File: config.mk
export PLATFORM = sky130hd
export DESIGN_NAME = arp_tx_top
export DESIGN_NICKNAME = d
export VERILOG_FILES = /design/src/verilog/eth_pkg.sv /design/src/verilog/phy_pkg.sv /design/src/verilog/arp_frame_seq.sv /design/src/verilog/arp_tx_top.sv /design/src/verilog/crc32_eth.sv /design/src/verilog/rgmii_ddr_tx.sv
export VERILOG_INCLUDE_DIRS = /design/src /design/src/include
export SDC_FILE = /design/constraint.sdc
export NUM_CORES = 1
export LEC_CHECK = 0
export ABC_CLOCK_PERIOD_IN_PS = 4900
export BUFFER_PORTS_ARGS = -buffer_cell sky130_fd_sc_hd__buf_2
export CORE_MARGIN = 1
export CORE_UTILIZATION = 30
export DETAILED_ROUTE_END_ITERATION = 16
export MAX_ROUTING_LAYER = met4
export SLEW_MARGIN = 15
export SYNTH_ARGS = -nofsm -noshare
export SYNTH_HDL_FRONTEND = slang
export SYNTH_SLANG_ARGS = --single-unit
File: constraint.sdc
create_clock -name tx_clk -period 4.9 [get_ports tx_clk]
set_clock_uncertainty 0.05 [all_clocks]
set_input_delay 0.245 -clock tx_clk [delete_from_list [all_inputs] [get_ports tx_clk]]
set_output_delay 0.245 -clock tx_clk [all_outputs]
set_load 0.1 [all_outputs]
File: src/include/arp_tx_consts.svh
`ifndef ARP_TX_CONSTS_SVH
`define ARP_TX_CONSTS_SVH

// frame layout in bytes
`define ARP_PREAMBLE_BYTES 7
`define ARP_PAD_BYTES      18
`define ARP_FRAME_BYTES    72   // preamble through fcs

// field values
`define ARP_PREAMBLE  8'h55
`define ARP_SFD       8'hD5
`define ARP_ETHERTYPE 16'h0806
`define ARP_HTYPE     16'h0001  // ethernet
`define ARP_PTYPE     16'h0800  // ipv4
`define ARP_HLEN      8'd6
`define ARP_PLEN      8'd4
`define ARP_OPER_REQ  16'h0001

`define ARP_GAP_DEFAULT 125000  // idle cycles between frames

`endif

File: src/verilog/eth_pkg.sv
package eth_pkg;

  // **************************************************
  // addresses
  // **************************************************
  typedef logic [47:0] mac_addr_t;
  typedef logic [31:0] ipv4_addr_t;

  // **************************************************
  // sequencer fields in wire order
  // **************************************************
  typedef enum logic [3:0] {
    st_idle      = 4'd0,
    st_preamble  = 4'd1,
    st_sfd       = 4'd2,
    st_dst_mac   = 4'd3,   // broadcast
    st_src_mac   = 4'd4,
    st_ethertype = 4'd5,
    st_arp_hdr   = 4'd6,   // htype, ptype, hlen, plen, oper
    st_sender_hw = 4'd7,
    st_sender_ip = 4'd8,
    st_target_hw = 4'd9,   // unknown and sent as zero
    st_target_ip = 4'd10,
    st_pad       = 4'd11,
    st_fcs       = 4'd12,
    st_gap       = 4'd13
  } arp_field_e;

endpackage

File: src/verilog/phy_pkg.sv
package phy_pkg;

  // one byte per tx_clk on the mac side
  typedef logic [7:0] byte_t;

  // half a byte per clock edge on the rgmii pins
  typedef logic [3:0] nibble_t;

endpackage

File: src/verilog/arp_frame_seq.sv
`timescale 1ns/1ps

`include "arp_tx_consts.svh"

module arp_frame_seq #(
  parameter int gap_cycles = `ARP_GAP_DEFAULT
) (
  input  logic                tx_clk,
  input  logic                rst_n,
  input  logic                enable,
  input  eth_pkg::mac_addr_t  src_mac,
  input  eth_pkg::ipv4_addr_t src_ip,
  input  eth_pkg::ipv4_addr_t dst_ip,
  input  logic [31:0]         fcs,
  output phy_pkg::byte_t      seq_byte,
  output logic                seq_valid,
  output logic                crc_init,
  output logic                crc_en
);

  // counter must reach the pad length and the gap length
  localparam int cnt_w = (gap_cycles > 32) ? $clog2(gap_cycles + 1) : 6;

  localparam int hdr_bytes = 42;  // 14 eth + 28 arp
  localparam int fcs_len = `ARP_FRAME_BYTES - `ARP_PREAMBLE_BYTES - 1 - hdr_bytes
                         - `ARP_PAD_BYTES;

  localparam logic [15:0] ethertype = `ARP_ETHERTYPE;
  localparam logic [63:0] arp_hdr   = {`ARP_HTYPE, `ARP_PTYPE, `ARP_HLEN, `ARP_PLEN,
                                       `ARP_OPER_REQ};

  eth_pkg::arp_field_e state;
  logic [cnt_w-1:0]    cnt;
  logic [2:0]          byte_idx;
  logic                last;

  // **************************************************
  // field lengths and order
  // **************************************************
  function automatic int field_len(input eth_pkg::arp_field_e f);
    case (f)
      eth_pkg::st_preamble:  return `ARP_PREAMBLE_BYTES;
      eth_pkg::st_sfd:       return 1;
      eth_pkg::st_dst_mac:   return 6;
      eth_pkg::st_src_mac:   return 6;
      eth_pkg::st_ethertype: return 2;
      eth_pkg::st_arp_hdr:   return 8;
      eth_pkg::st_sender_hw: return 6;
      eth_pkg::st_sender_ip: return 4;
      eth_pkg::st_target_hw: return 6;
      eth_pkg::st_target_ip: return 4;
      eth_pkg::st_pad:       return `ARP_PAD_BYTES;
      eth_pkg::st_fcs:       return fcs_len;
      eth_pkg::st_gap:       return gap_cycles;
      default:               return 1;
    endcase
  endfunction

  function automatic eth_pkg::arp_field_e next_field(input eth_pkg::arp_field_e f);
    case (f)
      eth_pkg::st_preamble:  return eth_pkg::st_sfd;
      eth_pkg::st_sfd:       return eth_pkg::st_dst_mac;
      eth_pkg::st_dst_mac:   return eth_pkg::st_src_mac;
      eth_pkg::st_src_mac:   return eth_pkg::st_ethertype;
      eth_pkg::st_ethertype: return eth_pkg::st_arp_hdr;
      eth_pkg::st_arp_hdr:   return eth_pkg::st_sender_hw;
      eth_pkg::st_sender_hw: return eth_pkg::st_sender_ip;
      eth_pkg::st_sender_ip: return eth_pkg::st_target_hw;
      eth_pkg::st_target_hw: return eth_pkg::st_target_ip;
      eth_pkg::st_target_ip: return eth_pkg::st_pad;
      eth_pkg::st_pad:       return eth_pkg::st_fcs;
      eth_pkg::st_fcs:       return eth_pkg::st_gap;
      default:               return eth_pkg::st_idle;
    endcase
  endfunction

  assign last     = (int'(cnt) == field_len(state) - 1);
  assign byte_idx = cnt[2:0];  // widest indexed field is 8 bytes

  // **************************************************
  // state and byte counter
  // **************************************************
  always_ff @(posedge tx_clk or negedge rst_n)
  begin
    if (!rst_n)
    begin
      state <= eth_pkg::st_idle;
      cnt   <= '0;
    end
    else if (state == eth_pkg::st_idle)
    begin
      cnt <= '0;
      if (enable)
        state <= eth_pkg::st_preamble;
    end
    else if (last)
    begin
      cnt   <= '0;
      state <= next_field(state);  // a started frame always finishes
    end
    else
    begin
      cnt <= cnt + 1'b1;
    end
  end

  // **************************************************
  // byte select with msb first except the fcs
  // **************************************************
  always_comb
  begin
    case (state)
      eth_pkg::st_preamble:  seq_byte = `ARP_PREAMBLE;
      eth_pkg::st_sfd:       seq_byte = `ARP_SFD;
      eth_pkg::st_dst_mac:   seq_byte = 8'hFF;
      eth_pkg::st_src_mac:   seq_byte = src_mac[8*(5-byte_idx) +: 8];
      eth_pkg::st_ethertype: seq_byte = ethertype[8*(1-byte_idx) +: 8];
      eth_pkg::st_arp_hdr:   seq_byte = arp_hdr[8*(7-byte_idx) +: 8];
      eth_pkg::st_sender_hw: seq_byte = src_mac[8*(5-byte_idx) +: 8];
      eth_pkg::st_sender_ip: seq_byte = src_ip[8*(3-byte_idx) +: 8];
      eth_pkg::st_target_ip: seq_byte = dst_ip[8*(3-byte_idx) +: 8];
      eth_pkg::st_fcs:       seq_byte = fcs[8*byte_idx +: 8];  // lsb first
      default:               seq_byte = 8'h00;  // target hw, pad, idle
    endcase
  end

  assign seq_valid = !(state inside {eth_pkg::st_idle, eth_pkg::st_gap});
  assign crc_init  = (state == eth_pkg::st_sfd);
  assign crc_en    = state inside {[eth_pkg::st_dst_mac : eth_pkg::st_pad]};

endmodule

File: src/verilog/arp_tx_top.sv
`timescale 1ns/1ps

`include "arp_tx_consts.svh"

module arp_tx_top #(
  parameter int gap_cycles = `ARP_GAP_DEFAULT
) (
  input  logic                tx_clk,
  input  logic                rst_n,
  input  logic                enable,
  input  eth_pkg::mac_addr_t  src_mac,
  input  eth_pkg::ipv4_addr_t src_ip,
  input  eth_pkg::ipv4_addr_t dst_ip,
  output phy_pkg::nibble_t    txd,
  output logic                tx_ctl
);

  phy_pkg::byte_t seq_byte;
  logic           seq_valid;
  logic           crc_init;
  logic           crc_en;
  logic [31:0]    fcs;

  // frame byte stream
  arp_frame_seq #(
    .gap_cycles (gap_cycles)
  ) u_seq (
    .tx_clk    (tx_clk),
    .rst_n     (rst_n),
    .enable    (enable),
    .src_mac   (src_mac),
    .src_ip    (src_ip),
    .dst_ip    (dst_ip),
    .fcs       (fcs),
    .seq_byte  (seq_byte),
    .seq_valid (seq_valid),
    .crc_init  (crc_init),
    .crc_en    (crc_en)
  );

  crc32_eth u_crc (
    .tx_clk   (tx_clk),
    .rst_n    (rst_n),
    .crc_init (crc_init),
    .crc_en   (crc_en),
    .data_in  (seq_byte),
    .fcs      (fcs)
  );

  // pins lag the sequencer by one cycle
  rgmii_ddr_tx u_ddr (
    .tx_clk   (tx_clk),
    .rst_n    (rst_n),
    .byte_in  (seq_byte),
    .valid_in (seq_valid),
    .txd      (txd),
    .tx_ctl   (tx_ctl)
  );

endmodule

File: src/verilog/crc32_eth.sv
`timescale 1ns/1ps

module crc32_eth (
  input  logic           tx_clk,
  input  logic           rst_n,
  input  logic           crc_init,
  input  logic           crc_en,
  input  phy_pkg::byte_t data_in,
  output logic [31:0]    fcs
);

  localparam logic [31:0] poly = 32'hEDB8_8320;  // reflected 0x04C11DB7

  logic [31:0] crc_q;

  // one byte lsb first
  function automatic logic [31:0] crc_byte(input logic [31:0] crc, input phy_pkg::byte_t d);
    logic [31:0] r;
    r = crc ^ {24'h0, d};
    for (int i = 0; i < 8; i++)
    begin
      if (r[0])
        r = (r >> 1) ^ poly;
      else
        r = r >> 1;
    end
    return r;
  endfunction

  always_ff @(posedge tx_clk or negedge rst_n)
  begin
    if (!rst_n)
      crc_q <= '1;
    else if (crc_init)
      crc_q <= '1;
    else if (crc_en)
      crc_q <= crc_byte(crc_q, data_in);
  end

  // reflected register sends its low byte first
  assign fcs = ~crc_q;

endmodule

File: src/verilog/rgmii_ddr_tx.sv
`timescale 1ns/1ps

module rgmii_ddr_tx (
  input  logic             tx_clk,
  input  logic             rst_n,
  input  phy_pkg::byte_t   byte_in,
  input  logic             valid_in,
  output phy_pkg::nibble_t txd,
  output logic             tx_ctl
);

  phy_pkg::byte_t byte_q;
  logic           valid_q;

  // output register on the rising edge
  always_ff @(posedge tx_clk or negedge rst_n)
  begin
    if (!rst_n)
    begin
      byte_q  <= '0;
      valid_q <= 1'b0;
    end
    else
    begin
      byte_q  <= byte_in;
      valid_q <= valid_in;
    end
  end

  // **************************************************
  // ddr mux with the low nibble in the high phase
  // **************************************************
  assign txd    = tx_clk ? byte_q[3:0] : byte_q[7:4];
  assign tx_ctl = valid_q;  // tx_er held low so both edges carry tx_en

endmodule
==> metrics.txt <==
status=complete, no violations; GR Util All Layers=18.1%; layout cells sized above 1=37.8%; Syn Inst Count=503; Detail Route Antenna Nets=0; number of I/O pins=120; RSZ-0062 raised after global routing=no; die height=135 um; reg2reg path depth=11; max-cap violations=0; worst r2r src=u_seq.state[0]$_DFFE_PN0P_; cell taking the most area after synthesis=dfstp_2; Post CTS Setup Buffer Count=0; max_slew headroom=24.3%; Crit path largest cell delay=0.46 ns; ys flop type=dfstp_2; EDFF count, synth=0; Warnings, synthesis=0; PD cells=562 nW/um^2; P_leak=3.05 nW; Syn Area/Cell=10.6 um^2; dpl cells=834; endpoint class of the critical path=flop; area post-placement=6120 um^2; worst setup margin=0.897 ns; # rows=48; Netlist cell types=59; Worst-path clk slew=0.06 ns; Top delay family on crit path=XOR/XNOR gates; crit path cell chain=inv_1 > ha_1 > nand3b_4 > mux4_2 > a21oi_1 > o2111ai_2 > xor2_2 > xnor2_2 > xor3_1 > xnor3_1 > o22a_1; dpl ws=0.915 ns; worst hold path depth=4; Max Clk Rate=250 MHz; DR pass1 iterations=5; die outline width=135 um; worst reg2reg path endpoint=u_crc.crc_q[18]$_DFFE_PN1P_; worst skew pair latency=0.46 ns; drt initial violations=264; global-route wire length before repair=24,200 um; initial antenna violation count=0; Core ar.=17,300 um^2; die area=18,300 um^2; Seq cells post-synth=62; Post-Layout Cell Count=855; worst-margin pin slew=1.14 ns; CP startpoint=u_seq.state[0]$_DFFE_PN0P_; worst min-delay path category=in -> reg; ranking of synthesized cells by area=dfstp_2 (16%), dfrtp_1 (14%), mux4_2 (9.7%), xnor2_1 (6.4%), xor2_1 (5.3%); CP arrival=4.34 ns; fin util=37.9%; Starting Density=30.7%; Required @ worst endpoint=5.24 ns; cell depth of the worst setup path=11; I/O Buffers=119; final wirelength=15,000 um; syn_nets=638; Final GP Congestion=0.831; DP HPWL=11,100 um; reg2reg setup slack=0.90 ns; Max FO, Critical Path=16; crit path kind=reg -> reg; WP buf/inv=1; post-synthesis cell area=5320 um^2; Max Slew Vio Count=0; slowest CP cell=xnor2_2; via count=4,333; DRC viols=0; peak supply drop=0.352 mV; largest net degree at the start of global routing=63; nature of the critical path startpoint=flop; Ant. Diodes=0; fin crit period=4.00 ns; Area Overhead vs Synth=23.2%; CTS tree=done; final worst path period share=81.7%; Vias per Instance=5.07; Hold Vio Cnt, Final=0; end of the critical path=u_crc.crc_q[18]$_DFFE_PN1P_; asr flop ratio synth=100%; total grt overflow=0; design area=6550 um^2; setup TNS=0 ns; vias in the first global route=4,447; endpoints failing setup=0; final net count=760; Yosys top cell area share=15.8%; sequential fraction of the synthesis area=29.9%; DR WL/cell=17.5 um
## timing repair
action | 4_1_cts | 5_1_grt
setup endpoints to repair | 0 | 0
gates resized for setup | 0 | 0
hold endpoints to repair | 30 | 0
hold buffers | 1 | 0
## metal layers
layer	global-route usage, %	vias up	share of wire, %
met4	9.05	0	3.1
li1	-	2048	-
met3	3.11	38	3.9
met2	28.3	124	48
met1	22.6	2123	45
met5	-	-	0
## cell usage after synthesis (all sizes together) (2+ instances only)
| master | n |
|---|---|
| nand2 | 25 |
| nor4 | 5 |
| nand3b | 5 |
| xor2 | 38 |
| nand3 | 12 |
| nor3 | 9 |
| o22a | 3 |
| xnor2 | 45 |
| a21oi | 47 |
| dfstp | 32 |
| buf | 12 |
| mux4 | 33 |
| o211ai | 6 |
| xnor3 | 5 |
| inv | 14 |
| nor2b | 6 |
| mux2i | 12 |
| o2111ai | 2 |
| mux2 | 4 |
| and2 | 2 |
| or2 | 4 |
| o21ai | 17 |
| dfrtp | 30 |
| ha | 20 |
| o22ai | 3 |
| nand4 | 6 |
| nand2b | 2 |
| clkbuf | 12 |
| nor2 | 70 |
| xor3 | 3 |
| o31ai | 2 |
| a21boi | 3 |
| and3 | 4 |
## flip-flops by register name (all words and copies together), names as in the netlist
register and count:
u_crc.crc_q 32, u_ddr.byte_q 8, u_seq.cnt 17, u_ddr.tx_ctl 1, u_seq.state 4
## report_power, final
| part | total [mW] | leakage [nW] | internal [mW] | switching [mW] |
|---|---|---|---|---|
| logic | 1.82 | 2.07 | 1.02 | 0.795 |
| clock network | 0.893 | 0.254 | 0.597 | 0.296 |
| registers | 0.975 | 0.721 | 0.827 | 0.148 |
## tightest hold or removal path: stages
cell     delay (ns)
buf_2          0.08
o21ai_0        0.14
nand2_1        0.10
o21ai_0        0.08
## through the flow
stage	hold slack (ns)	total power [mW]
6_report	0.180	3.68
3_3_place_gp	0.442	2.79
3_5_place_dp	0.451	2.80
2_1_floorplan	-0.101	2.45
5_1_grt	0.227	3.90
4_1_cts	0.186	3.71
## placed cells by master, fill, tap and decap left out, drive strengths merged, types with 9 or more instances in the layout
cell type / n
nand2: 25
buf: 130
xnor2: 45
inv: 16
nand3: 12
ha: 20
o21ai: 17
a21oi: 47
nor2: 70
mux4: 33
dfrtp: 30
xor2: 38
dfstp: 32
clkbuf: 13
mux2i: 12
nor3: 9
## cells by family (layout without fill, tap and decap cells)
logic type,after synthesis,after routing,share of synthesized area [%]
flip-flops,62,62,29.9
adder cells (fa/ha/maj),20,20,4.71
AND/OR/NAND/NOR,151,151,14.2
multiplexers,49,49,17.8
AO/OA/AOI/OAI,92,92,10.5
XOR/XNOR,91,91,18.8
buffers and inverters,38,165,4.02
## layout make-up
cell class	count	area, um^2
multi-input combinational	403	3520
clock buffer	17	345
timing repair buffer	127	668
inverter	14	52.6
sequential	62	1590
tap	225	282
fill	1743	10700
clock inverter	7	96.3
## worst min-delay path by stage
stage	slack, ns	start	to
after detailed placement	0.45	rst_n	u_ddr.byte_q[5]$_DFF_PN0_
after global placement	0.44	rst_n	u_ddr.byte_q[4]$_DFF_PN0_
after global routing	0.23	src_mac[38]	u_ddr.byte_q[6]$_DFF_PN0_
after floorplan	-0.10	rst_n	u_ddr.byte_q[0]$_DFF_PN0_
after CTS	0.19	enable	u_seq.state[1]$_DFFE_PN0P_
final	0.18	enable	u_seq.state[1]$_DFFE_PN0P_
Note: power is estimated with default switching activity, not from simulation.
